--- config.mk ---
export PLATFORM = sky130hd
export DESIGN_NAME = ppu_bg_fetcher
export DESIGN_NICKNAME = d
export VERILOG_FILES = /design/src/hw/ppu_reg_pkg.sv /design/src/hw/ppu_pix_pkg.sv /design/src/hw/ppu_bg_fetcher.sv
export SDC_FILE = /design/constraint.sdc
export NUM_CORES = 1
export LEC_CHECK = 0
export BUFFER_PORTS_ARGS = -buffer_cell sky130_fd_sc_hd__buf_2
export CELL_PAD_IN_SITES_DETAIL_PLACEMENT = 1
export CELL_PAD_IN_SITES_GLOBAL_PLACEMENT = 1
export CORE_MARGIN = 8
export CORE_UTILIZATION = 36
export CTS_BUF_LIST = sky130_fd_sc_hd__clkbuf_4 sky130_fd_sc_hd__clkbuf_8 sky130_fd_sc_hd__clkbuf_16
export DETAILED_ROUTE_END_ITERATION = 8
export MAX_ROUTING_LAYER = met4
export PLACE_DENSITY_LB_ADDON = 0.15
export SYNTH_ARGS = -nofsm -noshare
export SYNTH_HDL_FRONTEND = slang
export SYNTH_SLANG_ARGS = --single-unit
--- constraint.sdc ---
create_clock -name clk -period 4.36 [get_ports clk]
set_input_delay 0.872 -clock clk [delete_from_list [all_inputs] [get_ports clk]]
set_output_delay 0.872 -clock clk [all_outputs]
set_load 0.005 [all_outputs]
--- src/hw/ppu_reg_pkg.sv ---
package ppu_reg_pkg;

  // ==============================
  // CPU bus address map
  // ==============================

  // Video memory window
  localparam logic [15:0] vram_start = 16'h8000;
  localparam logic [15:0] vram_end   = 16'h9FFF;

  // Sprite attribute window, stored only
  localparam logic [15:0] oam_start = 16'hFE00;
  localparam logic [15:0] oam_end   = 16'hFE9F;

  // Display registers
  localparam logic [15:0] reg_lcdc = 16'hFF40;
  localparam logic [15:0] reg_scy  = 16'hFF42;
  localparam logic [15:0] reg_scx  = 16'hFF43;
  localparam logic [15:0] reg_ly   = 16'hFF44;
  localparam logic [15:0] reg_lyc  = 16'hFF45;
  localparam logic [15:0] reg_bgp  = 16'hFF47;

  // Background map is fixed at the low map
  localparam logic [15:0] tile_map_base = 16'h9800;

  // LY is kept in the mode timer
  typedef struct packed {
    logic [7:0] lcdc;
    logic [7:0] scy;
    logic [7:0] scx;
    logic [7:0] lyc;
    logic [7:0] bgp;
  } ppu_regs_t;

  typedef struct packed {
    logic [15:0] addr;
    logic [7:0]  wdata;
    logic        write_en;
    logic        read_en;
  } bus_req_t;

endpackage

--- src/hw/ppu_pix_pkg.sv ---
package ppu_pix_pkg;

  // ==============================
  // Scanline timing
  // ==============================
  localparam logic [8:0] dots_per_line   = 9'd456;
  localparam logic [7:0] lines_per_frame = 8'd154;
  localparam logic [7:0] visible_lines   = 8'd144;

  // Last dot of OAM scan and of drawing
  localparam logic [8:0] mode2_end = 9'd80;
  localparam logic [8:0] mode3_end = 9'd252;

  localparam logic [7:0] screen_width = 8'd160;

  // Background FIFO entries
  localparam int fifo_depth = 16;

  typedef enum logic [1:0] {
    mode_hblank = 2'd0,
    mode_vblank = 2'd1,
    mode_oam    = 2'd2,
    mode_draw   = 2'd3
  } ppu_mode_t;

  // ==============================
  // Pixel types
  // ==============================

  // Slot 7 holds the leftmost pixel
  typedef logic [7:0][1:0] pixel_row_t;

  typedef struct packed {
    logic [7:0] x;
    logic [7:0] y;
    logic [1:0] shade;
  } screen_pixel_t;

endpackage

--- src/hw/ppu_bg_fetcher.sv ---
module ppu_bg_fetcher (
  input  logic                    clk,
  input  logic                    reset,
  input  ppu_reg_pkg::ppu_regs_t  regs,
  input  logic [7:0]              ly,
  input  logic                    line_start,
  output logic [15:0]             fetch_addr,
  input  logic [7:0]              fetch_data,
  input  logic                    room_for_row,
  output logic                    push,
  output ppu_pix_pkg::pixel_row_t push_row
);
  import ppu_reg_pkg::*;

  typedef enum logic [1:0] {st_map, st_low, st_high, st_push} fetch_state_t;

  fetch_state_t state;
  fetch_state_t fetch_sel;
  logic [4:0]   col;
  logic [4:0]   cur_col;
  logic [4:0]   map_col;
  logic [7:0]   bg_row;
  logic [7:0]   tile_num;
  logic [7:0]   low_byte;
  logic [7:0]   high_byte;

  // line_start doubles as the map read of column zero
  assign fetch_sel = line_start ? st_map : state;
  assign cur_col   = line_start ? 5'd0 : col;
  assign bg_row    = regs.scy + ly;
  assign map_col   = regs.scx[7:3] + cur_col;

  always_comb begin
    case (fetch_sel)
      st_map:  fetch_addr = tile_map_base + {6'd0, bg_row[7:3], map_col};
      st_low:  fetch_addr = vram_start + {4'd0, tile_num, bg_row[2:0], 1'b0};
      st_high: fetch_addr = vram_start + {4'd0, tile_num, bg_row[2:0], 1'b1};
      default: fetch_addr = vram_start;
    endcase
  end

  always_ff @(posedge clk or posedge reset) begin
    if (reset) begin
      state <= st_map;
      col   <= 5'd0;
    end else if (line_start) begin
      state <= st_low;
      col   <= 5'd0;
    end else begin
      unique case (state)
        st_map:  state <= st_low;
        st_low:  state <= st_high;
        st_high: state <= st_push;
        st_push: begin
          // Hold the row until the FIFO can take all eight
          if (room_for_row) begin
            state <= st_map;
            col   <= col + 5'd1;
          end
        end
      endcase
    end
  end

  always_ff @(posedge clk) begin
    if (fetch_sel == st_map) tile_num <= fetch_data;
    if (state == st_low) low_byte <= fetch_data;
    if (state == st_high) high_byte <= fetch_data;
  end

  assign push = (state == st_push) && room_for_row;

  // Color index is high bit over low bit, MSB is leftmost
  always_comb begin
    for (int i = 0; i < 8; i++) begin
      push_row[i] = {high_byte[i], low_byte[i]};
    end
  end

endmodule

==> Yosys cells after proc, flatten, opt, wreduce, memory -nomap -nowiden <==
Cells that the tools add are included.
{ "op_classes": {"order_cmp": 0, "n_eq_ne": 6, "shift": 0, "div": 0, "n_bitwise": 0, "n_mux": 9, "reduce_logical": 6, "add_sub_neg": 6, "mul": 0} }
{ "ops": {"columns": ["op", "count"], "rows": [
  ["16-bit one-hot mux with 3 select lines", 1],
  ["16-bit by 12-bit adder with 16-bit output, first input constant", 2],
  ["5-bit two-way mux", 4],
  ["16-bit by 10-bit adder with 16-bit output, first input constant", 1],
  ["8-bit adder", 1],
  ["2-bit one-hot mux with 4 select lines", 1],
  ["2-bit == test, second input constant", 3],
  ["2-bit two-way mux", 3],
  ["5-bit by 1-bit adder with 5-bit output, second input constant", 1],
  ["5-bit adder", 1],
  ["2-bit by 1-bit == test with 1-bit output, second input constant", 2],
  ["2-bit logical NOT", 2],
  ["2-bit nonzero test", 2],
  ["3-bit inequality test, second input constant", 1],
  ["2-bit AND reduction", 1],
  ["1-bit logical AND", 1]
]} }
{ "totals": {"mem_bits_ro": 0, "ramBits": 0, "out_inout_bits": 33, "n_memories": 0, "latch_bits": 0, "regBits": 31, "wordCells": 32, "in_bits": 60} }

==> Longest topological paths before layout <==
{ "logic_depth": {"word_depth": 4, "ltp_mapped": 9, "depth_no_buf": 8} }

==> Worst setup path after synthesis <==
OpenSTA, ideal clock, no wires.
{ "synth_path": {"path_kind": "input port to output port", "start": "in line_start", "end": "out fetch_addr[4]", "path_buffers": 1, "slack_ns": 1.056, "path_stages": 9, "required_time_ns": 3.488, "t_arrival_ns": 2.432, "path_cell_list": "clkbuf_1 nor2b_1 ha_1 inv_1 fa_1 nor2b_1 o21ai_0 a211o_1 a31oi_1"} }
{ "synth_between": {"elab_chain_cells": 4, "word_cells_on_any_way": 8, "classes_between": "add/sub: 2; eq/ne: 2; mux: 3; reduce/logical: 1"} }
{ "synth_lines": {"columns": ["element", "line", "rtl"], "rows": [
  ["start: declaration", "ppu_bg_fetcher.sv:6", "input logic line_start,"],
  ["5-bit two-way mux", "ppu_bg_fetcher.sv:29", "assign cur_col = line_start ? 5'd0 : col;"],
  ["5-bit adder", "ppu_bg_fetcher.sv:31", "assign map_col = regs.scx[7:3] + cur_col;"],
  ["16-bit by 10-bit adder with 16-bit output", "ppu_bg_fetcher.sv:35", "st_map: fetch_addr = tile_map_base + {6'd0, bg_row[7:3], map_col};"],
  ["16-bit one-hot mux with 3 select lines (*)", "ppu_bg_fetcher.sv:34", "case (fetch_sel)"],
  ["end: declaration", "ppu_bg_fetcher.sv:7", "output logic [15:0] fetch_addr,"]
]} }
Every way passes the cells marked *; elsewhere a longest branch is shown, timed or not.

==> Worst setup path after layout <==
Same ends and word-level chain as after synthesis.

==> impl_summary.md <==
Run status
The run finished with clean final reports.

Hold path
The path class of the tightest hold or removal check is input port to async pin.

Worst setup path
STA puts the critical path data arrival time at 2.68 ns. The worst flop-to-flop path startpoint is state[0]$_DFFE_PP0P_. The worst setup path is captured at an output port. The type of the worst setup path is input port to output port. Data on the critical path is required at its endpoint by 3.49 ns. Along the worst path, the maximum fanout reaches 14. The launching element of the worst setup path is line_start. STA classifies the critical path startpoint as an input port.

Floorplan
The floorplan step defined a die boundary enclosing 0.007456 sq mm. In this run the count of I/O pins placed on the die edge is 93. The effective utilization at floorplan is 37.47%. Measured along the y axis, the die boundary spans 86.35 um.

The die extent in x is 86.35 um. The floorplan row count is 25. The total core area is 0.004755 sq mm.

Routing
The total via count in the routed design is 1407. In this run, the number of DRC markers left after iteration 0 of detailed routing was 22. The first-pass detailed-route iteration total is 2.

The final layout contains routed wiring with a total length of 4.562 mm. Dividing the detail-routed via count by the number of cells gives 4.852. The post-detailed-route DRC marker count is 0. In this run the remaining antenna-violating nets after routing total 0. In the final routed layout, each cell accounts on average for 15.73 um.

Final layout
The post-route netlist has 33.18% of its cells at a drive strength greater than 1. The number of antenna diodes in the final layout is 0. After routing the design area is 0.002222 sq mm. The top cell types in the final layout, fill and taps aside, are 62 x sky130_fd_sc_hd__buf_2, 24 x sky130_fd_sc_hd__edfxtp_1, 15 x sky130_fd_sc_hd__ha_1, 12 x sky130_fd_sc_hd__nor2_1, 12 x sky130_fd_sc_hd__inv_1. The total of fill cells in the finished design is 577. The net count of the finished layout is 299.

Leaving out fill and tap cells, the most frequent cell in the layout is sky130_fd_sc_hd__buf_2. From synthesis to final layout, the design area changed by 24.72%.

STA
On the final layout, the worst clock skew is 0.002827 ns. The number of hold-slack violations in the final timing report is 0. The post-route setup TNS is 0 ns.

Of the available clock period, the critical path in the final layout requires 81.42%. The final number of setup-violating endpoints is 0. The maximum clock rate is 281.7 MHz. Subtracting the final worst setup slack from the clock period gives 3.550 ns. Setup repair after global routing left no endpoint under its margin.

The final-report max-slew violation count is 0.

Placement
Routability-driven placement finished with a final weighted congestion of 0.7861. Detailed placement ended at an HPWL of 3.690 mm. Once placement finished, the instance area stood at 0.002138 sq mm.

The total of buffers placed on input and output ports is 62.

Clocking
The total of cells resized after clock tree synthesis is 0. The deepest level of the CTS H-tree is 2. The clock transition at the register clock pins on the worst setup and hold paths after CTS is 0.06 ns. The later pin in the worst-skew pair is clocked with a latency of 0.28 ns.

The clock tree root driver cell is sky130_fd_sc_hd__clkbuf_8. Buffers inserted during clock tree synthesis total 5. The clock tree from TritonCTS is built. The total clock sinks is 31. The number of buffers between clock root and the deepest sink is 2.

The total setup buffers inserted after CTS is 0. After clock tree synthesis, the flow added hold-fix buffers numbering 0.

GRT
Summed over all layers, the global routing overflow is 0. The first global-routing pass estimated 7.334 mm of wire. The initial antenna violation count is 0. The largest net degree at the start of global routing is 24. The total routing resource utilization after global routing is 12.75%. The number of global-route vias before repair came to 1503.

Synthesis
The fraction of synthesized cell area in xor and xnor cells is 5.407%. The post-synthesis instance total is 158. The netlist area before placement is 0.001782 sq mm. Synthesis inferred 31 register bits. The synthesized area per cell is 11.28 sq um.

The synthesized netlist devotes 11.73% of its cell area to simple gates. Counting distinct cell types in the post-synthesis netlist gives 39. The combinational family with the most area after synthesis is compound AO/OA/AOI/OAI gates. Summing the areas of all compound-gate instances in the mapped netlist gives 14.33% of the synthesized area. The number of synthesis warnings is 0. The mux cell area share after synthesis is 0%. The share of synthesized cell area in full adder, half adder and majority cells is 12.78%. The share of the yosys chip area belonging to registers is 50.28%.

Pwr
The power density over cell area is 377.7 mW/mm^2. The leakage power figure is 0.001033 uW. The peak supply drop is 0.0002817 V.

Run
The max-capacitance violation count is 0.
-- cell usage after synthesis (all sizes together) --
master / count / area share [%]
dfrtp: 7 / 9.8
buf: 4 / 1.9
nand2b: 2 / 0.70
o21ai: 5 / 1.4
fa: 2 / 2.2
a211oi: 4 / 1.7
and3: 2 / 0.70
nand4: 1 / 0.35
xnor2: 3 / 1.5
nand2: 11 / 2.3
conb: 2 / 0.42
o2111ai: 1 / 0.49
and3b: 1 / 0.49
nor2b: 5 / 1.8
ha: 15 / 11
a21boi: 2 / 1.1
clkbuf: 2 / 0.42
o211ai: 1 / 0.42
a211o: 3 / 1.5
a31oi: 2 / 0.70
and2: 1 / 0.35
a32oi: 1 / 0.49
nor2: 12 / 2.5
o2111a: 1 / 0.63
inv: 13 / 2.7
xor2: 8 / 3.9
edfxtp: 24 / 40
nand3: 6 / 1.7
a2bb2oi: 1 / 0.49
a21o: 4 / 1.8
or4: 2 / 0.84
o21a: 1 / 0.49
a21oi: 9 / 3.2
-- flip-flops by register name, indices dropped and copies added (netlist names) --
signal     cells
tile_num       8
col            5
high_byte      8
low_byte       8
state          2
-- kinds of logic after synthesis --
kind of cell,count (synthesis)
xor+xnor,11
buf+inv,19
flops,31
compound gates,35
other cells,2
simple gates,43
fa+ha+maj,17
-- power by group --
| part | total, uW | internal (uW) | switching, uW |
|---|---|---|---|
| Clock | 210 | 108 | 102 |
| Combinational | 240 | 101 | 139 |
| Sequential | 389 | 370 | 19.0 |
-- final cells by class --
class,count,area [sq um],share of cell area (%)
Sequential cell,31,895.9,40.32
Multi-Input combinational cell,109,799.5,35.98
Timing Repair Buffer,62,310.3,13.96
Tap cell,67,83.83,3.773
Clock buffer,5,68.82,3.097
Inverter,13,48.80,2.196
Clock inverter,3,15.01,0.6757
-- critical path: stages --
cell,delay (ns)
sky130_fd_sc_hd__buf_2,0.19
sky130_fd_sc_hd__nor2b_1,0.14
sky130_fd_sc_hd__ha_1,0.18
sky130_fd_sc_hd__inv_1,0.06
sky130_fd_sc_hd__fa_1,0.39
sky130_fd_sc_hd__nor2b_1,0.14
sky130_fd_sc_hd__o21ai_0,0.11
sky130_fd_sc_hd__a211o_1,0.30
sky130_fd_sc_hd__a31oi_1,0.16
sky130_fd_sc_hd__buf_2,0.14
-- stage by stage --
step           hold WS, ns  total power (uW)  utilization (%)  cells  worst slack (ns)
2_1_floorplan       0.5056             530.4                -    159             1.056
3_3_place_gp        0.5252             629.8            44.97    282            0.8128
3_5_place_dp        0.5648             640.8            44.97    282            0.8090
4_1_cts             0.5197             855.1            46.74    290            0.8062
5_1_grt             0.5419             893.2            46.74    290            0.6218
6_report            0.5237             839.3            46.74    290            0.8102
-- layer usage --
| layer | routed length [um] | track usage (%) | vias to the layer above |
|---|---|---|---|
| met5 | 0 | - | - |
| met4 | 52 | 4.695 | 0 |
| met3 | 302 | 4.064 | 6 |
| met2 | 2220 | 21.60 | 43 |
| met1 | 1986 | 13.66 | 671 |
| li1 | - | - | 687 |
-- worst paths after layout --
check                                         to  slack (ns)  cells after the start
setup / recovery                   fetch_addr[4]        0.81                     10
hold / removal                col[4]$_DFFE_PP0P_        0.52                      2
setup reg to reg           tile_num[7]$_DFFE_PP_        2.93                      3
hold reg to reg               col[4]$_DFFE_PP0P_        0.57                      2
max in group asynchronous     col[1]$_DFFE_PP0P_        3.61                      2
min in group clk              col[4]$_DFFE_PP0P_        0.57                      2
(Power assumes the default switching activity.)
