### src/hw/ppu_pix_pkg.sv
package ppu_pix_pkg;

  // ==============================
  // Scanline timing
  // ==============================
  localparam logic [8:0] dots_per_line   = 9'd456;
  localparam logic [7:0] lines_per_frame = 8'd154;
  localparam logic [7:0] visible_lines   = 8'd144;

  // Last dot of OAM scan and of drawing
  localparam logic [8:0] mode2_end = 9'd80;
  localparam logic [8:0] mode3_end = 9'd252;

  localparam logic [7:0] screen_width = 8'd160;

  // Background FIFO entries
  localparam int fifo_depth = 16;

  typedef enum logic [1:0] {
    mode_hblank = 2'd0,
    mode_vblank = 2'd1,
    mode_oam    = 2'd2,
    mode_draw   = 2'd3
  } ppu_mode_t;

  // ==============================
  // Pixel types
  // ==============================

  // Slot 7 holds the leftmost pixel
  typedef logic [7:0][1:0] pixel_row_t;

  typedef struct packed {
    logic [7:0] x;
    logic [7:0] y;
    logic [1:0] shade;
  } screen_pixel_t;

endpackage

### src/hw/ppu_pixel_output.sv
module ppu_pixel_output (
  input  logic                       clk,
  input  logic                       reset,
  input  ppu_pix_pkg::ppu_mode_t     mode,
  input  logic [7:0]                 ly,
  input  logic                       line_start,
  input  logic [2:0]                 scx_fine,
  input  logic [7:0]                 bgp,
  input  logic                       empty,
  input  logic [1:0]                 top_pixel,
  output logic                       pop,
  output ppu_pix_pkg::screen_pixel_t pixel,
  output logic                       pixel_valid
);
  import ppu_pix_pkg::*;

  logic [2:0] drop;
  logic [7:0] x;

  // FIFO still holds last line's pixels during line_start
  assign pop = (mode == mode_draw) && !line_start && !empty && (x != screen_width);

  always_ff @(posedge clk or posedge reset) begin
    if (reset) begin
      drop        <= 3'd0;
      x           <= 8'd0;
      pixel_valid <= 1'b0;
    end else begin
      pixel_valid <= pop && (drop == 3'd0);
      if (line_start) begin
        drop <= scx_fine;
        x    <= 8'd0;
      end else if (pop) begin
        // Fine scroll pixels are popped and thrown away
        if (drop != 3'd0) begin
          drop <= drop - 3'd1;
        end else begin
          x <= x + 8'd1;
        end
      end
    end
  end

  // Palette holds two bits per color index
  always_ff @(posedge clk) begin
    if (pop) begin
      pixel.x     <= x;
      pixel.y     <= ly;
      pixel.shade <= bgp[{top_pixel, 1'b0} +: 2];
    end
  end

endmodule

### config.mk
export PLATFORM = sky130hd
export DESIGN_NAME = ppu_pixel_output
export DESIGN_NICKNAME = d
export VERILOG_FILES = /design/src/hw/ppu_pix_pkg.sv /design/src/hw/ppu_pixel_output.sv
export SDC_FILE = /design/constraint.sdc
export NUM_CORES = 1
export LEC_CHECK = 0
export BUFFER_PORTS_ARGS = -buffer_cell sky130_fd_sc_hd__buf_2
export CAP_MARGIN = 20
export CORE_MARGIN = 1.5
export CORE_UTILIZATION = 40
export CTS_BUF_LIST = sky130_fd_sc_hd__clkbuf_8
export DETAILED_ROUTE_END_ITERATION = 10
export PLACE_DENSITY = 0.67
export SLEW_MARGIN = 30
export SYNTH_ARGS = -nofsm -noshare
export SYNTH_HDL_FRONTEND = slang
export SYNTH_SLANG_ARGS = --single-unit
### constraint.sdc
create_clock -name clk -period 4.4 [get_ports clk]
set_input_delay 0.44 -clock clk [delete_from_list [all_inputs] [get_ports clk]]
set_output_delay 0.44 -clock clk [all_outputs]
set_load 0.01 [all_outputs]
# Word-level counts from Yosys, hierarchy flattened
# Cells that the tools add are included.
# classes
eq_ne	3
mux	6
reduce_logical	12
n_addsub	2
n_shift	1
# ops
cell	n
two-way mux 8 bit	3
two-way mux 3 bit	3
adder 8 x 1 -> 8 bit, second input constant	1
inequality test 8 bit, second input constant	1
variable part select 8 x 4 -> 2 bit	1
logical AND 1 bit	4
AND reduction 2 bit	2
nonzero test 2 bit	2
zero test 3 bit	1
nonzero test 3 bit	1
subtractor 3 x 1 -> 3 bit, second input constant	1
equality test 2 bit, second input constant	1
zero test 1 bit	2
inequality test 2 bit, second input constant	1
# totals
inputBits	27
out_inout_bits	20
wordCells	30
regBits	30

# Longest topological paths before layout
# Gate-level depths: netlist (run 1).
# logic_depth
word_depth	6
ltp_mapped	8
mapped_depth_nobuf	7

# Least setup slack after synthesis (run 1)
# No wires, ideal clock.
# synth_path
kind	register to register
from	register x[0]
to	register drop[2]
synth_period_minus_slack_ns	2.400
setup_slack_ns	2.000
arrival_ns	2.275
n_path_buf	0
setup_ns	0.125
stages_incl_launch_ff	7
required_time_ns	4.275
cell_sequence	dfrtp_1 inv_1 ha_1 and4b_1 a21oi_1 a21bo_2 a21oi_1
# synth_via
elab_chain_cells	4
# synth_lines
item	line_no	text
start, declared	ppu_pixel_output.sv:18	logic [7:0] x;
start signal, assigned	ppu_pixel_output.sv:38	x <= x + 8'd1;
inequality test 8 bit	ppu_pixel_output.sv:21	assign pop = (mode == mode_draw) && !line_start && !empty && (x != screen_width);
logical AND 1 bit	ppu_pixel_output.sv:21	
net pop	ppu_pixel_output.sv:11	output logic pop,
nonzero test 2 bit (no line)	-	
AND reduction 2 bit (no line)	-	
end signal, assigned	ppu_pixel_output.sv:31	drop <= scx_fine;
end signal, assigned	ppu_pixel_output.sv:36	drop <= drop - 3'd1;
end, declared	ppu_pixel_output.sv:17	logic [2:0] drop;
# The timed path passes the listed nets, and every way through them passes these cells.
# A chain may end at the register's enable or synchronous reset.

# Final worst setup path (run 1)
# layout_path
from	register x[0]
to	output pop
# layout_via
elab_chain_cells	2
# layout_lines
item	line_no
inequality test 8 bit	ppu_pixel_output.sv:21
logical AND 1 bit	ppu_pixel_output.sv:21
end, declared	ppu_pixel_output.sv:11
# No other way between the ends.

==> results.sh, run 1 <==
export IMPL_synthXorXnorAreaFrac_pct=1.36
export IMPL_cts_setup_buffers=0
export IMPL_synth_flop_cell="edfxtp_1"
export IMPL_whs_ns=0.168
export IMPL_tightestPinTransition_ns=0.484
export IMPL_synth_edff_count=18
export IMPL_viasPerCell=4.90
export IMPL_synth_compound_area_share_pct=9.31
export IMPL_synth_avg_cell_area_um2=14.2
export IMPL_fill_cells=267
export IMPL_core_area_um2=3050
export IMPL_synth_nets=122
export IMPL_seq_area_frac_synth_pct=65.2
export IMPL_post_cts_resized=0
export IMPL_grt_max_degree=18
export IMPL_fp_dieH_um=59.8
export IMPL_async_flop_share_pct=40.0
export IMPL_finalCritPeriodShare_pct=53.4
export IMPL_first_pass_iters=4
export IMPL_grt_overflow=0
export IMPL_layout_drive_gt1_share_pct=43.8
export IMPL_status="finished, final reports clean"
export IMPL_grt_use_total_pct=14.1
export IMPL_mostFrequentLayoutCell="buf_2"
export IMPL_fp_dieW_um=59.8
export IMPL_fmax_ghz=0.426
export IMPL_synth_top_family_by_area="simple AND/OR/NAND/NOR gates"
export IMPL_place_hpwl_um=1680
export IMPL_drt_total_wl_um=2300
export IMPL_root_buffer="clkbuf_8"
export IMPL_synth_simple_area_share_pct=12.1
export IMPL_leakage_nw=0.767
export IMPL_grt_pass1_vias=828
export IMPL_cpMaxStageDelayCell="dfrtp_1"
export IMPL_hold_violations=0
export IMPL_dr_total_vias=921
export IMPL_cts_sinks=30
export IMPL_total_power_mw=0.615
export IMPL_gp_congestion=0.826
export IMPL_ys_warn_count=0
export IMPL_portBuffers=46
export IMPL_synthCells=91
export IMPL_finalSetupViolations=0
export IMPL_die_area_um2=3570
export IMPL_start_util_pct=42.3
export IMPL_cp_start_kind="register"
export IMPL_synth_cell_types=34
export IMPL_path_cells="inv_1, ha_1, and4b_1, a21oi_2, buf_4, buf_2"
export IMPL_period_minus_slack_ns=2.35
export IMPL_htreeDepth=2
export IMPL_worst_ep_required_time_ns=3.96
export IMPL_muxShareOfSynthArea_pct=5.14
export IMPL_arrival_ns=1.91
export IMPL_worst_hold_path_type="in2async"
export IMPL_antenna_found_initial=0
export IMPL_clk_pin_slew_ns=0.06
export IMPL_fin_nets=174
export IMPL_rows=20
export IMPL_drt_iter0_drc=9
export IMPL_ioPinCount=47
export IMPL_cts_tree="done"
export IMPL_rsz0062_at_grt="no"
export IMPL_vdd_ir_drop_max_mv=0.238
export IMPL_fin_skew_ns=0.00580
export IMPL_clock_path_buffers=2
export IMPL_maxCapViolCount=0
export IMPL_cellPowerDensity_nw_per_um2=366
export IMPL_max_slew_margin_pct=67.7
export IMPL_critPathKind="reg2out"
export IMPL_rr_worst_depth=6
export IMPL_drv_slew=0
export IMPL_drtAntennaViolNets=0
export IMPL_grt_pass1_wl_um=3620
export IMPL_wl_per_cell_um=12.2
export IMPL_synth_fa_ha_area_share_pct=3.88
export IMPL_worstSetupEndpointType="output port"
export IMPL_final_setup_tns_ns=0
export IMPL_syn_to_final_growth_pct=30.2
export IMPL_synth_seq_cells=30
export IMPL_final_cell_mix="46 x buf_2, 18 x edfxtp_1, 12 x dfrtp_1"
export IMPL_antenna_cells=0
export IMPL_drc=0
export IMPL_netlist_area_um2=1290
export IMPL_cts_buffers=5
export IMPL_critPathMaxFanout=17
export IMPL_ctsHoldBuffers=0
export IMPL_clk_latency_ns=0.28
export IMPL_slowest_delay_ns=0.42
==> worst max-delay path, delay by kind of cell, from the launching register on <==
kind,cells,cell delay (ns)
and+or+nand+nor,1,0.21
buffers and inverters,3,0.53
AOI/OAI and AO/OA,1,0.27
DFF,1,0.42
adders and majority gates,1,0.19
==> state kept, by name, indices dropped and copies added, names as in the netlist <==
register / flops
x: 8
pixel: 18
pixel_valid: 1
drop: 3
==> stage by stage <==
step,setup slack (ns),cells,instance area (um2),utilization [%]
floorplan,2.00,91,1290,-
global placement,2.40,180,1570,51.4
detailed placement,2.34,180,1570,51.4
CTS,2.04,188,1680,55.0
global route,1.92,188,1680,55.0
finish,2.05,188,1680,55.0
==> cell type report <==
cell class	count	area [um2]	area share [%]
clock inverter	3	40.0	2.38
multi-input combinational	53	414	24.7
timing repair buffer	47	238	14.2
sequential	30	841	50.1
tap	44	55.1	3.28
inverter	6	22.5	1.34
clock buffer	5	68.8	4.10
==> logic make-up after synthesis <==
family          count (synthesis)
fa+ha+maj                       4
flops                          30
xor+xnor                        2
compound gates                 16
simple gates                   27
mux                             4
buf+inv                         8
==> per-layer routing <==
layer | global-route usage, % | vias up | part of all wire [%]
met3 | 6.06 | 4 | 8.8
met5 | 0 | - | 0
met1 | 17.1 | 431 | 46
met2 | 21.4 | 43 | 43
li1 | - | 443 | -
met4 | 6.67 | 0 | 1.8
==> where the power goes <==
group	internal [mW]	switching, mW
clock	0.166	0.0984
sequential	0.306	0.00224
combinational	0.0220	0.0204
total	0.494	0.121
==> synthesized netlist by cell type, types with 2 or more instances <==
| master | instances | share of area, % |
|---|---|---|
| a211o_1 | 3 | 2.0 |
| a21oi_1 | 3 | 1.2 |
| a221o_1 | 2 | 1.6 |
| and3_1 | 3 | 1.5 |
| dfrtp_1 | 12 | 23 |
| edfxtp_1 | 18 | 42 |
| ha_1 | 4 | 3.9 |
| inv_1 | 5 | 1.5 |
| mux4_2 | 2 | 3.5 |
| nand2_1 | 4 | 1.2 |
| nand3_1 | 2 | 0.78 |
| nor2_1 | 4 | 1.2 |
| nor2b_1 | 3 | 1.5 |
| nor3_1 | 3 | 1.2 |
| nor3b_1 | 2 | 1.2 |
| o21ai_0 | 2 | 0.78 |
| o31ai_1 | 2 | 1.2 |
==> path summary, 6_finish.rpt <==
kind                        from         to  slack, ns
setup / recovery            x[0]        pop       2.05
hold / removal             reset       x[5]       0.17
setup reg to reg            x[0]       x[7]       2.37
hold reg to reg             x[7]  pixel[17]       0.51
max in group asynchronous  reset       x[6]       3.90
min in group clk           ly[7]   pixel[9]       0.34
No activity file was read; power rests on OpenSTA's default activity.
==> run 2: changes to the inputs <==
--- a/config.mk
+++ b/config.mk
@@ -11,7 +11,7 @@
 export CORE_UTILIZATION = 40
 export CTS_BUF_LIST = sky130_fd_sc_hd__clkbuf_8
 export DETAILED_ROUTE_END_ITERATION = 10
-export PLACE_DENSITY = 0.67
+export PLACE_DENSITY = 0.69
 export SLEW_MARGIN = 30
 export SYNTH_ARGS = -nofsm -noshare
 export SYNTH_HDL_FRONTEND = slang
==> constraint.sdc (replaced) <==
create_clock -name clk -period 2.12 [get_ports clk]
set_input_delay 0.212 -clock clk [delete_from_list [all_inputs] [get_ports clk]]
set_output_delay 0.212 -clock clk [all_outputs]
set_load 0.01 [all_outputs]
==> run 2 against run 1 <==
  * Worst setup slack worse by 2.0 ns
  * Flip-flop and latch count did not move
  * Sequential power is 110% higher
  * Clock-buffer cell count unchanged
  * Wire length increased by 6.4%
==> results.sh, run 2 (synthesis results as in run 1) <==
export IMPL_antenna_found_initial=0
export IMPL_worstSetupEndpointType="register"
export IMPL_reg_top3="pixel x18, x x8, drop x3"
export IMPL_critPathKind="reg2reg"
export IMPL_grt_pass1_wl_um=3910
export IMPL_cts_tree="done"
export IMPL_status="finished, final reports clean"
export IMPL_ioPinCount=47
export IMPL_vdd_ir_drop_max_mv=0.358
export IMPL_slowest_delay_ns=0.52
export IMPL_cellPowerDensity_nw_per_um2=740
export IMPL_htreeDepth=2
export IMPL_grt_pass1_vias=886
export IMPL_start_util_pct=42.3
export IMPL_r2r_slack_ns=0.09
export IMPL_placed_area_um2=1600
export IMPL_hp_start="ly[7]"
export IMPL_max_slew_margin_pct=66.9
export IMPL_fmax_ghz=0.493
export IMPL_fin_nets=179
export IMPL_portBuffers=46
export IMPL_fill_cells=274
export IMPL_final_cell_mix="46 x buf_2, 18 x edfxtp_1, 12 x dfrtp_1"
export IMPL_maxCapViolCount=0
export IMPL_clk_latency_ns=0.28
export IMPL_wl_per_cell_um=12.7
export IMPL_period_minus_slack_ns=2.03
export IMPL_fin_area_um2=1740
export IMPL_grt_max_degree=17
export IMPL_clk_pin_slew_ns=0.06
export IMPL_place_hpwl_um=1760
export IMPL_root_buffer="clkbuf_8"
export IMPL_hold_depth=1
export IMPL_leakage_nw=0.797
export IMPL_worst_ep_required_time_ns=2.32
export IMPL_clock_path_buffers=2
export IMPL_rows=20
export IMPL_pre_cts_slack_ns=0.114
export IMPL_drt_total_wl_um=2450
export IMPL_mostFrequentLayoutCell="buf_2"
export IMPL_finalCritPeriodShare_pct=95.7
export IMPL_startpoint="x[0]"
export IMPL_path_cells="inv_1, ha_1, and4b_1, a211o_2, or4_1, a21oi_1"
export IMPL_arrival_ns=2.23
export IMPL_grt_use_total_pct=15.2
export IMPL_syn_to_final_growth_pct=34.9
export IMPL_core_area_um2=3050
export IMPL_critPathMaxFanout=9
export IMPL_drc=0
export IMPL_dr_total_vias=950
export IMPL_whs_ns=0.107
export IMPL_finalSetupViolations=0
export IMPL_r2r_start="x[0]"
export IMPL_final_setup_tns_ns=0
export IMPL_worst_hold_path_type="in2reg"
export IMPL_cpMaxStageDelayCell="or4_1"
export IMPL_rr_worst_depth=6
export IMPL_largest_reg_flops=18
export IMPL_layout_drive_gt1_share_pct=45.6
export IMPL_drtAntennaViolNets=0
export IMPL_hold_violations=0
export IMPL_fp_dieW_um=59.8
export IMPL_fin_skew_ns=0.00490
export IMPL_setup_ws_ns=0.0914
export IMPL_drv_slew=0
export IMPL_worstReg2RegEnd="x[7]"
export IMPL_total_power_mw=1.29
export IMPL_cts_buffers=5
export IMPL_antenna_cells=0
export IMPL_fp_dieH_um=59.8
export IMPL_gp_congestion=0.808
export IMPL_drt_iter0_drc=29
export IMPL_endpoint="x[7]"
export IMPL_tightestPinTransition_ns=0.496
export IMPL_cp_start_kind="register"
export IMPL_die_area_um2=3570
export IMPL_first_pass_iters=4
export IMPL_cts_sinks=30
export IMPL_grt_overflow=0
export IMPL_viasPerCell=4.92
export IMPL_largest_register="pixel"
[run 2: changes by cell type in the layout (fill, tap and decap cells not counted), sizes merged]
cell,delta
dlygate4sd3,+1
buf,+4
[run 2: how the worst min path moves through the flow]
stage	to
floorplan	drop[0]
global placement	pixel_valid
detailed placement	drop[1]
CTS	pixel[9]
global route	pixel[9]
finish	pixel[9]
[run 2: worst max-delay path: cells and delay by family, from the launching register on]
family          cells  cell delay [ns]
fa+ha+maj           1             0.18
compound gates      2             0.55
simple gates        2             0.75
buf+inv             1             0.06
flops               1             0.41
[run 2: layout make-up]
cell class | instances | area (um2) | share of cell area [%]
inverter | 6 | 22.5 | 1.29
clock inverter | 3 | 40.0 | 2.30
clock buffer | 5 | 68.8 | 3.95
sequential | 30 | 841 | 48.3
tap | 44 | 55.1 | 3.16
multi-input combinational | 53 | 423 | 24.3
timing repair buffer | 52 | 290 | 16.7
[run 2: layer usage]
metal	part of all wire [%]	track usage [%]
met3	8.8	6.49
met2	49	26.1
met4	1.6	5.71
met1	41	16.7
met5	0	0
[run 2: where the power goes]
| part | switching [mW] | total, mW | internal, mW |
|---|---|---|---|
| registers | 0.00469 | 0.640 | 0.635 |
| logic | 0.0436 | 0.0933 | 0.0497 |
| clock network | 0.210 | 0.555 | 0.345 |
| total | 0.258 | 1.29 | 1.03 |
[run 2: timing repair]
item	CTS	global route
gates resized for setup	0	2
buffers inserted	0	2
endpoints found under the setup margin	0	2
hold buffers	1	0
endpoints found under the hold margin	12	0
[run 2: per-stage QoR]
stage | util [%] | cells
CTS | 56.2 | 191
floorplan | - | 91
finish | 57.0 | 193
detailed placement | 52.3 | 182
global route | 57.0 | 193
global placement | 52.3 | 182
==> run 3: changes to the inputs <==
--- a/config.mk
+++ b/config.mk
@@ -11,7 +11,7 @@
 export CORE_UTILIZATION = 40
 export CTS_BUF_LIST = sky130_fd_sc_hd__clkbuf_8
 export DETAILED_ROUTE_END_ITERATION = 10
-export PLACE_DENSITY = 0.69
+export PLACE_DENSITY = 0.74
 export SLEW_MARGIN = 30
 export SYNTH_ARGS = -nofsm -noshare
 export SYNTH_HDL_FRONTEND = slang
==> run 3 against run 2 <==
  * Global-route usage up 0.65 points
  * Cell count down 1.0%
  * Critical path depth unchanged
  * Core utilization down 1.8 points
  * Largest power group unchanged
==> results.sh, run 3 (synthesis results as in run 1) <==
export IMPL_layout_drive_gt1_share_pct=43.5
export IMPL_leakage_nw=0.775
export IMPL_maxCapViolCount=0
export IMPL_dr_total_vias=964
export IMPL_period_minus_slack_ns=2.04
export IMPL_swShare_pct=20.9
export IMPL_pwr_share_seq_pct=53.9
export IMPL_fp_dieH_um=59.8
export IMPL_comb_power_share_pct=7.7
export IMPL_rows=20
export IMPL_cp_start_kind="register"
export IMPL_largest_reg_flops=18
export IMPL_antenna_found_initial=0
export IMPL_place_hpwl_um=1790
export IMPL_vdd_ir_drop_max_mv=0.281
export IMPL_grt_pass1_vias=977
export IMPL_max_slew_margin_pct=69.8
export IMPL_fp_dieW_um=59.8
export IMPL_antenna_cells=0
export IMPL_largest_register="pixel"
export IMPL_grt_use_total_pct=15.9
export IMPL_hold_violations=0
export IMPL_tightestPinTransition_ns=0.453
export IMPL_fin_skew_ns=0.00708
export IMPL_drt_iter0_drc=32
export IMPL_syn_to_final_growth_pct=30.7
export IMPL_grt_pass1_wl_um=3950
export IMPL_startpoint="x[0]"
export IMPL_total_power_mw=1.19
export IMPL_ioPinCount=47
export IMPL_worstSetupEndpointType="register"
export IMPL_fin_nets=177
export IMPL_pwr_share_clk_pct=38.4
export IMPL_drc=0
export IMPL_internal_power_mw=0.939
export IMPL_critPathMaxFanout=9
export IMPL_critPathKind="reg2reg"
export IMPL_cts_buffers=5
export IMPL_post_cts_resized=0
export IMPL_p_switching_mw=0.248
export IMPL_drt_total_wl_um=2400
export IMPL_worst_ep_required_time_ns=2.33
export IMPL_fmax_ghz=0.490
export IMPL_cellPowerDensity_nw_per_um2=704
export IMPL_cts_sinks=30
export IMPL_die_area_um2=3570
export IMPL_r2r_start="x[0]"
export IMPL_fin_area_um2=1690
export IMPL_grt_max_degree=14
export IMPL_rsz0062_at_grt="no"
export IMPL_reg_top3="pixel x18, x x8, drop x3"
export IMPL_wl_per_cell_um=12.5
export IMPL_whs_ns=0.106
export IMPL_htreeDepth=2
export IMPL_placed_area_um2=1590
export IMPL_core_area_um2=3050
export IMPL_gp_congestion=0.774
export IMPL_finalSetupViolations=0
export IMPL_start_util_pct=42.3
export IMPL_arrival_ns=2.25
export IMPL_final_setup_tns_ns=0
export IMPL_clock_path_buffers=2
export IMPL_root_buffer="clkbuf_8"
export IMPL_cts_tree="done"
export IMPL_drtAntennaViolNets=0
export IMPL_final_cell_mix="46 x buf_2, 18 x edfxtp_1, 12 x dfrtp_1"
export IMPL_clk_latency_ns=0.28
export IMPL_drv_slew=0
export IMPL_grt_overflow=0
export IMPL_status="finished, final reports clean"
export IMPL_finalCritPeriodShare_pct=96.3
export IMPL_portBuffers=46
export IMPL_hp_start="ly[6]"
export IMPL_mostFrequentLayoutCell="buf_2"
export IMPL_viasPerCell=5.05
export IMPL_first_pass_iters=4
export IMPL_clk_pin_slew_ns=0.06
export IMPL_worst_hold_path_type="in2reg"
run 3: cell count changes in the layout (fill, tap and decap cells not counted), sizes merged:
cell | previous run | this run
buf | 51 | 49
bufinv | 1 | 0
clkbuf | 5 | 6
clkinv | 2 | 1
inv | 6 | 7
run 3: through the flow:
stage               std cells  worst slack (ns)  utilization (%)
floorplan                  91             0.182                -
global placement          182             0.190             51.9
detailed placement        182             0.111             51.9
CTS                       191            0.0733             55.2
global route              191          0.000246             55.2
finish                    191            0.0786             55.2
run 3: layout make-up:
class / count / area, um2
sequential: 30 / 841
multi-input combinational: 53 / 414
timing repair buffer: 50 / 263
clock inverter: 2 / 8.76
tap: 44 / 55.1
fill: 269 / 1370
clock buffer: 6 / 82.6
inverter: 6 / 22.5
run 3: metal layers:
layer / GRT usage (%) / wire [um] / up-vias / share of wire [%]
li1: - / - / 452 / -
met1: 14.9 / 907 / 466 / 38
met2: 27.6 / 1190 / 40 / 50
met3: 7.36 / 227 / 6 / 9.5
met4: 9.84 / 72 / 0 / 3.0
met5: 0 / 0 / - / 0
run 3: what timing repair did:
action	in CTS	in global routing
endpoints found under the hold margin	12	0
hold buffers	1	0
setup buffers	0	0
run 3: path summary, 6_finish.rpt:
check	end	slack [ns]	cells past startpoint
worst max register to register	x[7]	0.08	6
min in group asynchronous	x[5]	0.48	3
worst min-delay path	pixel[8]	0.11	1
max in group asynchronous	x[4]	1.33	3
worst min register to register	pixel[17]	0.51	0
worst max-delay path	x[7]	0.08	6
run 3: critical path, cell delays in order, from the launching register on:
cell and delay (ns):
dfrtp_1 0.41, inv_1 0.06, ha_1 0.19, and4b_1 0.21, a211o_1 0.39, or4_1 0.55
a21oi_1 0.15
run 3: power groups by stage:
stage | combinational, mW | clock, mW | sequential [mW]
6_report | 0.0911 | 0.455 | 0.640
5_1_grt | 0.104 | 0.496 | 0.641
4_1_cts | 0.0928 | 0.470 | 0.640
3_5_place_dp | 0.0910 | 0 | 0.652
3_3_place_gp | 0.0866 | 0 | 0.651
2_1_floorplan | 0.0445 | 0 | 0.656
