[src/hw/ppu_pix_pkg.sv]
package ppu_pix_pkg;

  // ==============================
  // Scanline timing
  // ==============================
  localparam logic [8:0] dots_per_line   = 9'd456;
  localparam logic [7:0] lines_per_frame = 8'd154;
  localparam logic [7:0] visible_lines   = 8'd144;

  // Last dot of OAM scan and of drawing
  localparam logic [8:0] mode2_end = 9'd80;
  localparam logic [8:0] mode3_end = 9'd252;

  localparam logic [7:0] screen_width = 8'd160;

  // Background FIFO entries
  localparam int fifo_depth = 16;

  typedef enum logic [1:0] {
    mode_hblank = 2'd0,
    mode_vblank = 2'd1,
    mode_oam    = 2'd2,
    mode_draw   = 2'd3
  } ppu_mode_t;

  // ==============================
  // Pixel types
  // ==============================

  // Slot 7 holds the leftmost pixel
  typedef logic [7:0][1:0] pixel_row_t;

  typedef struct packed {
    logic [7:0] x;
    logic [7:0] y;
    logic [1:0] shade;
  } screen_pixel_t;

endpackage

[src/hw/ppu_mode_timer.sv]
module ppu_mode_timer (
  input  logic                   clk,
  input  logic                   reset,
  output ppu_pix_pkg::ppu_mode_t mode,
  output logic [7:0]             ly,
  output logic                   line_start
);
  import ppu_pix_pkg::*;

  logic [8:0] dot;

  always_ff @(posedge clk or posedge reset) begin
    if (reset) begin
      mode       <= mode_oam;
      ly         <= 8'd0;
      dot        <= 9'd0;
      line_start <= 1'b0;
    end else begin
      // Pulse lines up with the first drawing dot
      line_start <= (mode == mode_oam) && (dot == mode2_end);

      if (dot == dots_per_line - 9'd1) begin
        dot <= 9'd0;
      end else begin
        dot <= dot + 9'd1;
      end

      unique case (mode)
        mode_oam:  if (dot == mode2_end) mode <= mode_draw;
        mode_draw: if (dot == mode3_end) mode <= mode_hblank;
        mode_hblank, mode_vblank: begin
          if (dot == dots_per_line - 9'd1) begin
            if (ly == lines_per_frame - 8'd1) begin
              ly   <= 8'd0;
              mode <= mode_oam;
            end else begin
              ly <= ly + 8'd1;
              // Past the last visible line the whole line is vblank
              mode <= (ly >= visible_lines - 8'd1) ? mode_vblank : mode_oam;
            end
          end
        end
      endcase
    end
  end

endmodule

[config.mk]
export PLATFORM = sky130hd
export DESIGN_NAME = ppu_mode_timer
export DESIGN_NICKNAME = d
export VERILOG_FILES = /design/src/hw/ppu_pix_pkg.sv /design/src/hw/ppu_mode_timer.sv
export SDC_FILE = /design/constraint.sdc
export NUM_CORES = 1
export LEC_CHECK = 0
export ABC_AREA = 1
export BUFFER_PORTS_ARGS = -buffer_cell sky130_fd_sc_hd__buf_2
export CAP_MARGIN = 20
export CORE_MARGIN = 8
export CORE_UTILIZATION = 61
export CTS_CLUSTER_DIAMETER = 120
export DETAILED_ROUTE_END_ITERATION = 7
export GPL_TIMING_DRIVEN = 1
export PLACE_DENSITY = 0.91
export SETUP_SLACK_MARGIN = 0.2
export SLEW_MARGIN = 40
export SYNTH_ARGS = -nofsm -noshare
export SYNTH_HDL_FRONTEND = slang
export SYNTH_SLANG_ARGS = --single-unit
[constraint.sdc]
create_clock -name clk -period 3.5 [get_ports clk]
set_input_delay 0.7 -clock clk [delete_from_list [all_inputs] [get_ports clk]]
set_output_delay 0.7 -clock clk [all_outputs]
set_load 0.02 [all_outputs]
### After elaboration in Yosys (flattened, before gate mapping)

Cells that the tools add are included.

| storage, ports and cells | value |
|---|---|
| register bits after elaboration | 20 |
| input port bits | 2 |
| output and inout bits | 11 |
| word-level logic and storage cells | 30 |

| cells by class | value |
|---|---|
| add/subtract/negate cells | 2 |
| order comparisons | 1 |
| equality and inequality tests | 10 |
| mux-type cells | 8 |
| reductions and logical operators | 5 |

Operator list:

| cell | count |
|---|---|
| two-way mux 2 bit | 5 |
| adder 9 x 1 -> 9 bit (second input constant) | 1 |
| == test 9 x 7 -> 1 bit (second input constant) | 1 |
| == test 9 x 8 -> 1 bit (second input constant) | 1 |
| == test 9 bit (second input constant) | 1 |
| two-way mux 9 bit | 1 |
| adder 8 x 1 -> 8 bit (second input constant) | 1 |
| == test 8 bit (second input constant) | 1 |
| >= comparator 8 bit (second input constant) | 1 |
| two-way mux 8 bit | 1 |
| one-hot mux 2 bit (3 select lines) | 1 |
| == test 2 bit (second input constant) | 2 |
| inequality test 2 bit (second input constant) | 2 |
| AND reduction 3 bit | 1 |
| == test 2 x 1 -> 1 bit (second input constant) | 1 |
| logical NOT 2 bit | 1 |
| inequality test 2 x 1 -> 1 bit (second input constant) | 1 |
| AND reduction 2 bit | 1 |
| OR reduction 2 bit | 1 |
| logical AND 1 bit | 1 |

### Longest topological paths before layout

Gate-level depths: netlist (run 1).

| logic depth | value |
|---|---|
| depth after elaboration | 5 |
| mapped depth | 10 |
| depth with buffers taken out | 10 |

### Worst setup path after synthesis (run 1)

Ideal clock, no wire load.

| timing | value |
|---|---|
| path type | register to register |
| from | register ly[0] |
| to | register ly[6] |
| setup time | 0.122 ns |
| arrival | 1.199 ns |
| required time | 3.378 ns |
| setup slack | 2.179 ns |
| cell stages (with the launch flop) | 7 |
| path buffers | 0 |
| period minus slack after synthesis | 1.321 ns |
| cell sequence | dfrtp_1 -> ha_1 -> nand2_1 -> nor2_1 -> nand2_1 -> nor3_1 -> nor2_1 |

| between the ends | value |
|---|---|
| cells in the longest elaborated chain, start to end | 2 |
| elaborated cells on any way between the ends | 3 |
| those cells by class | add/sub: 1; eq/ne: 1; mux: 1 |

Ends and longest elaborated chain:

| what | line | RTL |
|---|---|---|
| from (decl) | ppu_mode_timer.sv:5 | `output logic [7:0] ly,` |
| from (signal assigned) | ppu_mode_timer.sv:37 | `ly <= ly + 8'd1;` |
| adder 8 x 1 -> 8 bit or == test 8 bit (tied branches) | ppu_mode_timer.sv:37, ppu_mode_timer.sv:33 |  |
| two-way mux 8 bit * | ppu_mode_timer.sv:33 | `if (ly == lines_per_frame - 8'd1) begin` |

Mark *: on every way between the ends. The rest lies on a longest branch, timed or not.
A chain may end at the register's enable or synchronous reset.

### Worst setup path after layout (run 1)

| timing | value |
|---|---|
| from | register mode[1] |
| to | output mode[1] |

RTL lines:

| what | line | RTL |
|---|---|---|
| from (decl) | ppu_mode_timer.sv:4 | `output ppu_pix_pkg::ppu_mode_t mode,` |
| from (signal assigned) | ppu_mode_timer.sv:14 | `mode <= mode_oam;` |
| from (signal assigned) | ppu_mode_timer.sv:29 | `mode_oam: if (dot == mode2_end) mode <= mode_draw;` |
| from (signal assigned) | ppu_mode_timer.sv:30 | `mode_draw: if (dot == mode3_end) mode <= mode_hblank;` |

No word-level cell between the ends.

==> results of run 1 <==
[cells by family (layout without fill, tap and decap cells)]
kind of cell | count (synthesis) | count (layout)
XOR/XNOR | 3 | 3
AND/OR/NAND/NOR | 91 | 91
adder cells (fa/ha/maj) | 4 | 4
buffers and inverters | 28 | 44
AO/OA/AOI/OAI | 17 | 17
flip-flops | 20 | 20
[metal layers]
metal,up-vias,global-route usage
met5,-,0
met3,4,0.0258
met2,24,0.289
met4,0,0.0714
met1,499,0.180
li1,536,-
[power by group through the flow]
stage	Combinational (mW)	Clock (mW)	Sequential, mW
3_5_place_dp	0.00528	0	0.235
6_report	0.00509	0.111	0.231
2_1_floorplan	0.00345	0	0.235
5_1_grt	0.00651	0.129	0.231
4_1_cts	0.00528	0.114	0.231
3_3_place_gp	0.00506	0	0.235
[through the flow]
| step | power [mW] | util | cell area, um^2 | instances |
|---|---|---|---|---|
| 2_1_floorplan | 0.239 | - | 1180 | 163 |
| 6_report | 0.347 | 0.686 | 1300 | 206 |
| 5_1_grt | 0.366 | 0.686 | 1300 | 206 |
| 4_1_cts | 0.350 | 0.686 | 1300 | 206 |
| 3_3_place_gp | 0.241 | 0.672 | 1280 | 202 |
| 3_5_place_dp | 0.241 | 0.672 | 1280 | 202 |
[how the worst max path moves through the flow]
stage / start / end / slack [ns] / cells after the start
3_3_place_gp: mode[1] / mode[1] / 2.10 / 1
5_1_grt: mode[1] / mode[1] / 1.71 / 1
6_report: mode[1] / mode[1] / 1.77 / 1
2_1_floorplan: ly[0] / ly[6] / 2.18 / 6
4_1_cts: mode[1] / mode[1] / 1.76 / 1
3_5_place_dp: dot[0] / dot[8] / 2.06 / 6
[registers in the layout (all words and copies together), names as in the netlist]
name	count
line_start	1
dot	9
mode	2
ly	8
[layout make-up]
type | instances | area (um^2) | share of cell area
Inverter | 28 | 110 | 0.0845
Timing Repair Buffer | 12 | 60.1 | 0.0461
Clock buffer | 4 | 26.3 | 0.0202
Tap cell | 27 | 33.8 | 0.0259
Sequential cell | 20 | 502 | 0.385
Multi-Input combinational cell | 115 | 572 | 0.439
[placed cells by master (no fill, tap or decap), drive strengths merged]
master	count
a21oi	8
a31oi	1
buf	12
clkbuf	4
clkinv	1
dfrtp	19
dfstp	1
ha	4
inv	27
nand2	44
nand3	13
nand3b	2
nand4	1
nor2	28
nor3	3
o21ai	8
xor2	3
==> impl_metrics.json, run 1 <==
{
  "ant_nets": 0,
  "cts_tree": "yes",
  "synth_warnings": 0,
  "path_cells": "buf_2",
  "fmax_mhz": 578,
  "top_level_ports": 13,
  "end_kind": "output pin",
  "core_mm2": 0.00190,
  "path_clk_slew_ns": 0.11,
  "synth_cells": 163,
  "wl_per_cell_um": 11.6,
  "grt_pass1_wl_mm": 4.46,
  "r2r_slack_ns": 2.03,
  "switching_share": 0.205,
  "setup_ws_ns": 1.77,
  "num_vias": 1063,
  "root_buffer": "clkbuf_4",
  "htreeDepth": 1,
  "cp_data_required_time_ns": 2.80,
  "post_cts_resized": 0,
  "grt_max_degree": 21,
  "grt_overflow": 0,
  "firstDrtPassIters": 4,
  "synthXorXnorAreaFrac": 0.0222,
  "synth-seq-area-share": 0.424,
  "synth.net_count": 169,
  "arrival_ns": 1.03,
  "p_per_area_mw_per_mm2": 266,
  "drt_wl_total_mm": 2.40,
  "synth.area.mux_share": 0,
  "top_layer": "met4",
  "skew_ns": 0.00518,
  "rsz0062_at_grt": "no",
  "drv_cap": 0,
  "wl_met2_mm": 1.24,
  "drtIter0Drc": 21,
  "syn_avg_cell_area_um2": 7.26,
  "cts_buffers": 3,
  "cts_max_path_buffers": 2,
  "gp_congestion": 0.843,
  "fin_crit_sh": 0.494,
  "start_kind": "flip-flop",
  "synth_top_family_by_area": "simple AND/OR/NAND/NOR gates",
  "status": "finished clean",
  "cts_sinks": 20,
  "max_slew_margin": 0.717,
  "crit_slowest_cell": "dfstp_2",
  "yosys.cell_types.count": 18,
  "async_flop_share": 1.00,
  "ff2ff_path_depth": 6,
  "synth_top_area_share": 0.402,
  "worstReg2RegEnd": "dot[8]",
  "hold_viol_final": 0,
  "detail_route.drc_violations": 0,
  "holdWs_ns": 0.386,
  "post-dp-hpwl_mm": 1.86,
  "cts_hold_buf": 0,
  "synthAdderAreaFrac": 0.0423,
  "die-area_mm2": 0.00361,
  "internal_power_mw": 0.276,
  "drive_gt1_frac": 0.140,
  "ys.flop_type": "dfrtp_1",
  "antennaDiodeCount": 0,
  "nNetsFinal": 186,
  "sequentialPowerShare": 0.666,
  "path_buf_inv": 1,
  "fin_crit_ns": 1.73,
  "synth_top_area_cell": "dfrtp_1",
  "fp.dieW_um": 60.1,
  "cts_setup_buffers": 0,
  "start_util": 0.622,
  "die_y_um": 60.1,
  "synth_area_leaders": "dfrtp_1 (40%), nand2_1 (13%), inv_1 (8.6%)",
  "wl_met1_mm": 1.05,
  "tightest_slew_ns": 0.425,
  "crit_family": "flip-flops",
  "synth-seq-cells": 20,
  "num_rows": 16,
  "synth_area_mm2": 0.00118,
  "grt_util_all_layers": 0.161,
  "hold_path_class": "input port to asynchronous set/reset pin",
  "slowest_delay_ns": 0.57,
  "combPwrFrac": 0.015,
  "synth-simple-area-share": 0.346,
  "peakVddDrop_v": 0.000168,
  "worst-path-max-fanout": 5,
  "synth-compound-area-share": 0.0729,
  "io_buffers": 12,
  "yosysMostFrequentCell": "nand2_1",
  "worstSetupPathType": "flip-flop to output pin",
  "via_per_inst": 5.16,
  "slew_viol_final": 0,
  "ys_top_cells_by_count": "nand2_1 (40), inv_1 (27), nor2_1 (26)",
  "wl_met3_um": 71,
  "p_clk_frac": 0.320,
  "area_growth_pct": 10.1,
  "p_leak_nw": 0.668,
  "antenna_found_initial": 0,
  "setup_tns_ns": 0,
  "nFillCells": 162,
  "final-setup-viol-count": 0,
  "insertion_delay_ns": 0.29,
  "post-place-ws_ns": 2.06,
  "r2r-start": "dot[0]",
  "power.switching_mw": 0.0711,
  "synth_edf_count": 0,
  "grt_pass1_vias": 1074
}
(Power assumes the default switching activity.)
==> inputs of run 2 (changes only) <==
--- a/config.mk
+++ b/config.mk
@@ -9,11 +9,11 @@
 export BUFFER_PORTS_ARGS = -buffer_cell sky130_fd_sc_hd__buf_2
 export CAP_MARGIN = 20
 export CORE_MARGIN = 8
-export CORE_UTILIZATION = 61
+export CORE_UTILIZATION = 51
 export CTS_CLUSTER_DIAMETER = 120
 export DETAILED_ROUTE_END_ITERATION = 7
 export GPL_TIMING_DRIVEN = 1
-export PLACE_DENSITY = 0.91
+export PLACE_DENSITY = 0.82
 export SETUP_SLACK_MARGIN = 0.2
 export SLEW_MARGIN = 40
 export SYNTH_ARGS = -nofsm -noshare
==> constraint.sdc (replaced) <==
create_clock -name clk -period 1.5 [get_ports clk]
set_input_delay 0.3 -clock clk [delete_from_list [all_inputs] [get_ports clk]]
set_output_delay 0.3 -clock clk [all_outputs]
set_load 0.02 [all_outputs]
==> run 2 against run 1 <==
  * Clock power rose to 2.9 times the previous value
  * Die area rose by 14%
  * Utilization fell by 1.1 points
  * Register-to-register slack lost 1.9 ns
  * Worst hold slack better by 0.14 ns
  * Sequential share of layout area shrank 4.5 points
  * Routed wire length grew 19%
  * Combinational power rose to 3.0 times the previous value
  * Via count is 6.5% higher
  * Critical path type is now flip-flop to flip-flop
==> impl_metrics.json, run 2 (synthesis gave the netlist of run 1 again) <==
{
  "status": "finished clean",
  "top_level_ports": 13,
  "antenna_found_initial": 0,
  "die_y_um": 64.2,
  "firstDrtPassIters": 4,
  "arrival_ns": 1.64,
  "fin_crit_ns": 1.39,
  "top_regs": "dot (9), ly (8), mode (2)",
  "crit_slowest_cell": "dfrtp_1",
  "cts_sinks": 20,
  "crit_family": "simple AND/OR/NAND/NOR gates",
  "fin_crit_sh": 0.928,
  "final-setup-viol-count": 0,
  "grt_max_degree": 13,
  "wl_per_cell_um": 13.0,
  "end_kind": "flip-flop",
  "skew_ns": 0.00551,
  "rsz0062_at_grt": "yes",
  "fp.dieW_um": 64.2,
  "nNetsFinal": 199,
  "area_growth_pct": 26.0,
  "cts_buffers": 3,
  "start_util": 0.535,
  "hold_viol_final": 0,
  "worstSetupPathType": "flip-flop to flip-flop",
  "htreeDepth": 1,
  "antennaDiodeCount": 0,
  "core_mm2": 0.00221,
  "detail_route.drc_violations": 0,
  "cp_common_cell": "nand2_1",
  "grt_pass1_wl_mm": 4.48,
  "setup_tns_ns": 0,
  "grt_pass1_vias": 1049,
  "max_slew_margin": 0.691,
  "post-dp-hpwl_mm": 1.90,
  "drv_cap": 0,
  "cts_tree": "yes",
  "die-area_mm2": 0.00412,
  "drive_gt1_frac": 0.292,
  "max_flop_register": "dot",
  "drtIter0Drc": 44,
  "path_cells": "ha_4, nand2_4, nor2_4, nand2_4, nand2_2, nand2_1, nor2_1, nand2_1, nand2_1",
  "root_buffer": "clkbuf_4",
  "slew_viol_final": 0,
  "path_clk_slew_ns": 0.12,
  "cts_max_path_buffers": 2,
  "p_per_area_mw_per_mm2": 586,
  "fmax_mhz": 718,
  "grt_overflow": 0,
  "via_per_inst": 5.15,
  "cp_data_required_time_ns": 1.75,
  "slowest_delay_ns": 0.43,
  "worst-path-max-fanout": 4,
  "grt_util_all_layers": 0.132,
  "num_vias": 1132,
  "gp_congestion": 0.866,
  "finalPower_mw": 0.874,
  "final_common_cell": "nand2_1",
  "final_cell_mix": "nand2_1 (37), inv_1 (24), nor2_1 (24)",
  "hold_path_class": "input port to asynchronous set/reset pin",
  "drt_wl_total_mm": 2.86,
  "p_leak_nw": 0.759,
  "peakVddDrop_v": 0.000593,
  "num_rows": 17,
  "io_buffers": 12,
  "holdWs_ns": 0.524,
  "start_kind": "flip-flop",
  "path_buf_inv": 0,
  "tightest_slew_ns": 0.462,
  "insertion_delay_ns": 0.30,
  "largest_register_ffs": 9,
  "ant_nets": 0
}
==> run 2: cell count changes in the layout (fill, tap and decap cells not counted), moves of 3 or more <==
| cell | change |
|---|---|
| buf_4 | +9 |
| dfrtp_1 | -4 |
| dfrtp_2 | +4 |
| nand2_1 | -3 |
| nand3_2 | +3 |
| o21ai_0 | -4 |
| o21ai_1 | +4 |
==> run 2: path summary, 6_finish.rpt <==
| check | end | slack (ns) | startpoint | cells past startpoint |
|---|---|---|---|---|
| min in group clk | mode[0] | 0.56 | mode[0] | 2 |
| max reg2reg | mode[0] | 0.11 | dot[0] | 9 |
| min | ly[6] | 0.52 | reset | 3 |
| max | mode[0] | 0.11 | dot[0] | 9 |
| max in group asynchronous | dot[5] | 0.48 | reset | 4 |
| min reg2reg | mode[0] | 0.56 | mode[0] | 2 |
==> run 2: routing by layer <==
layer	up-vias	share of wire	track usage
met5	-	0	0
met4	0	0.017	0.0490
met3	8	0.047	0.0279
met2	41	0.52	0.225
met1	518	0.42	0.160
li1	565	-	-
==> run 2: report_power, final <==
| group | internal [mW] | switching (mW) | total (mW) |
|---|---|---|---|
| clock network | 0.148 | 0.172 | 0.320 |
| logic | 0.00443 | 0.0107 | 0.0152 |
| registers | 0.539 | 0 | 0.539 |
| total | 0.692 | 0.183 | 0.874 |
==> run 2: worst register-to-register path, stage by stage (launching register included) <==
cell     delay (ns)
dfrtp_1        0.43
ha_4           0.17
nand2_4        0.07
nor2_4         0.21
nand2_4        0.10
nand2_2        0.07
nand2_1        0.06
nor2_1         0.11
nand2_1        0.07
nand2_1        0.06
==> run 2: metrics by stage <==
stage          cell area (um^2)  utilization  instances  setup WS (ns)
2_1_floorplan              1190            -        163          0.223
3_3_place_gp               1290        0.583        204          0.175
3_5_place_dp               1290        0.583        204          0.123
4_1_cts                    1390        0.628        213          0.172
5_1_grt                    1490        0.674        220         0.0112
6_report                   1490        0.674        220          0.108
==> run 2: layout make-up <==
cell class | count | area, um^2
fillers | 190 | 721
repair inverters | 1 | 5.00
repair buffers | 23 | 155
inverters | 28 | 110
multi-input cells | 116 | 643
clock buffers | 4 | 36.3
well taps | 28 | 35.0
flip-flops and latches | 20 | 507
==> run 2: timing repair <==
action,in CTS,in global routing
setup endpoints to repair,15,14
gates cloned,0,2
hold endpoints to repair,8,0
setup buffers,4,5
hold buffers,1,0
gates resized for setup,10,17
pin swaps,6,12
==> inputs of run 3 (changes only) <==
--- a/config.mk
+++ b/config.mk
@@ -6,14 +6,16 @@
 export NUM_CORES = 1
 export LEC_CHECK = 0
 export ABC_AREA = 1
+export ABC_CLOCK_PERIOD_IN_PS = 1500
 export BUFFER_PORTS_ARGS = -buffer_cell sky130_fd_sc_hd__buf_2
 export CAP_MARGIN = 20
 export CORE_MARGIN = 8
-export CORE_UTILIZATION = 51
+export CORE_UTILIZATION = 54
+export CTS_BUF_LIST = sky130_fd_sc_hd__clkbuf_2
 export CTS_CLUSTER_DIAMETER = 120
 export DETAILED_ROUTE_END_ITERATION = 7
 export GPL_TIMING_DRIVEN = 1
-export PLACE_DENSITY = 0.82
+export PLACE_DENSITY = 0.85
 export SETUP_SLACK_MARGIN = 0.2
 export SLEW_MARGIN = 40
 export SYNTH_ARGS = -nofsm -noshare
==> run 3 against run 2 <==
  * Utilization increased by 4.8 points
  * Combinational power increased by 4%
  * First-iteration DRC count increased by 39%
  * Non-clock buffer count increased by 5
  * Final area increased by 4.0%
  * Sequential power about the same
  * Clock skew increased by 0.017 ns
  * Final cell count increased by 2.3%
  * Largest cell class unchanged
  * Global-route usage increased by 1.5 points
==> impl_metrics.json, run 3 (synthesis gave the netlist of run 1 again) <==
{
  "arrival_ns": 1.64,
  "final_common_cell": "nand2_1",
  "rsz0062_at_grt": "yes",
  "largest_register_ffs": 9,
  "internal_power_mw": 0.615,
  "path_cells": "ha_2, nand2_2, nor2_4, nand3_4, clkinv_2, o21ai_0, nand2_1",
  "skew_ns": 0.0229,
  "start_kind": "flip-flop",
  "drt_wl_total_mm": 3.13,
  "detail_route.drc_violations": 0,
  "gp_congestion": 0.855,
  "slew_viol_final": 0,
  "cts_buffers": 3,
  "via_per_inst": 5.29,
  "top_level_ports": 13,
  "setup_tns_ns": 0,
  "antenna_found_initial": 0,
  "fin_crit_sh": 0.916,
  "post-dp-hpwl_mm": 1.99,
  "drtIter0Drc": 61,
  "path_buf_inv": 1,
  "grt_pass1_vias": 1226,
  "grt_max_degree": 21,
  "status": "finished clean",
  "fin_crit_ns": 1.37,
  "die_y_um": 62.8,
  "fp.dieW_um": 62.8,
  "cts_max_path_buffers": 2,
  "peakVddDrop_v": 0.000446,
  "p_leak_nw": 0.761,
  "io_buffers": 12,
  "sequentialPowerShare": 0.679,
  "switching_share": 0.226,
  "ant_nets": 0,
  "core_mm2": 0.00215,
  "drive_gt1_frac": 0.325,
  "p_per_area_mw_per_mm2": 512,
  "slowest_delay_ns": 0.43,
  "cts_sinks": 20,
  "drv_cap": 0,
  "combPwrFrac": 0.020,
  "grt_util_all_layers": 0.148,
  "power.switching_mw": 0.180,
  "fmax_mhz": 728,
  "regArea_um2": 509,
  "root_buffer": "clkbuf_2",
  "htreeDepth": 1,
  "start_util": 0.551,
  "cp_data_required_time_ns": 1.76,
  "area_growth_pct": 31.1,
  "hold_viol_final": 0,
  "worst-path-max-fanout": 5,
  "cts_tree": "yes",
  "final-setup-viol-count": 0,
  "p_clk_frac": 0.301,
  "nFillCells": 158,
  "path_clk_slew_ns": 0.21,
  "crit_family": "simple AND/OR/NAND/NOR gates",
  "die-area_mm2": 0.00395,
  "hold_path_class": "input port to asynchronous set/reset pin",
  "fin_cells": 225,
  "insertion_delay_ns": 0.33,
  "num_vias": 1191,
  "antennaDiodeCount": 0,
  "num_rows": 17,
  "end_kind": "flip-flop",
  "grt_pass1_wl_mm": 4.88,
  "tightest_slew_ns": 0.269,
  "max_slew_margin": 0.821,
  "finalPower_mw": 0.795,
  "wl_per_cell_um": 13.9,
  "firstDrtPassIters": 4,
  "top_regs": "dot (9), ly (8), mode (2)",
  "final_cell_mix": "nand2_1 (35), inv_1 (27), nor2_1 (24)",
  "grt_overflow": 0,
  "placed_cells": 204,
  "max_flop_register": "dot",
  "crit_slowest_cell": "dfrtp_1",
  "worstSetupPathType": "flip-flop to flip-flop",
  "multi_input_area_um2": 636,
  "nNetsFinal": 204
}
-- run 3: layer usage --
layer  GRT usage  share of wire
met5           0              0
met1       0.153           0.41
met4      0.0912          0.027
met3      0.0305          0.049
met2       0.265           0.52
-- run 3: worst reg2reg max path, delay by kind of cell, from the launching register on --
kind,cells,cell delay (ns)
compound gates,1,0.09
fa+ha+maj,1,0.20
buf+inv,1,0.13
flops,1,0.43
simple gates,4,0.47
-- run 3: metrics by stage --
step / setup WS [ns] / instance area [um^2] / hold slack, ns / util
2_1_floorplan: 0.223 / 1190 / 0.263 / -
3_3_place_gp: 0.168 / 1290 / 0.338 / 0.600
3_5_place_dp: 0.0978 / 1290 / 0.343 / 0.600
4_1_cts: 0.168 / 1420 / 0.512 / 0.662
5_1_grt: 0.0428 / 1550 / 0.513 / 0.722
6_report: 0.126 / 1550 / 0.499 / 0.722
-- run 3: path summary, 6_finish.rpt --
path / startpoint / endpoint / slack, ns / depth (start not counted)
worst max-delay path: dot[0] / mode[1] / 0.13 / 7
worst min-delay path: reset / dot[8] / 0.50 / 4
worst max register to register: dot[0] / mode[1] / 0.13 / 7
worst min register to register: mode[0] / mode[0] / 0.57 / 2
max in group asynchronous: reset / mode[1] / 0.70 / 4
min in group clk: mode[0] / mode[0] / 0.57 / 2
-- run 3: cell type report --
type | count | share of cell area
Inverter | 28 | 0.0710
Sequential cell | 20 | 0.328
Multi-Input combinational cell | 116 | 0.410
Timing Repair Buffer | 28 | 0.152
Tap cell | 28 | 0.0226
Clock buffer | 4 | 0.0129
Timing Repair inverter | 1 | 0.00323
-- run 3: power groups by stage --
stage | Combinational, mW | Sequential [mW] | Clock (mW)
finish | 0.0158 | 0.540 | 0.239
global route | 0.0185 | 0.540 | 0.262
CTS | 0.0167 | 0.540 | 0.235
detailed placement | 0.0148 | 0.549 | 0
global placement | 0.0145 | 0.549 | 0
floorplan | 0.00805 | 0.549 | 0
-- run 3: what timing repair did --
action	CTS	global route
pin swaps	4	0
buffers inserted	8	6
gates cloned	2	0
hold buffers	1	0
gates resized for setup	12	30
setup endpoints to repair	17	22
hold endpoints to repair	19	0
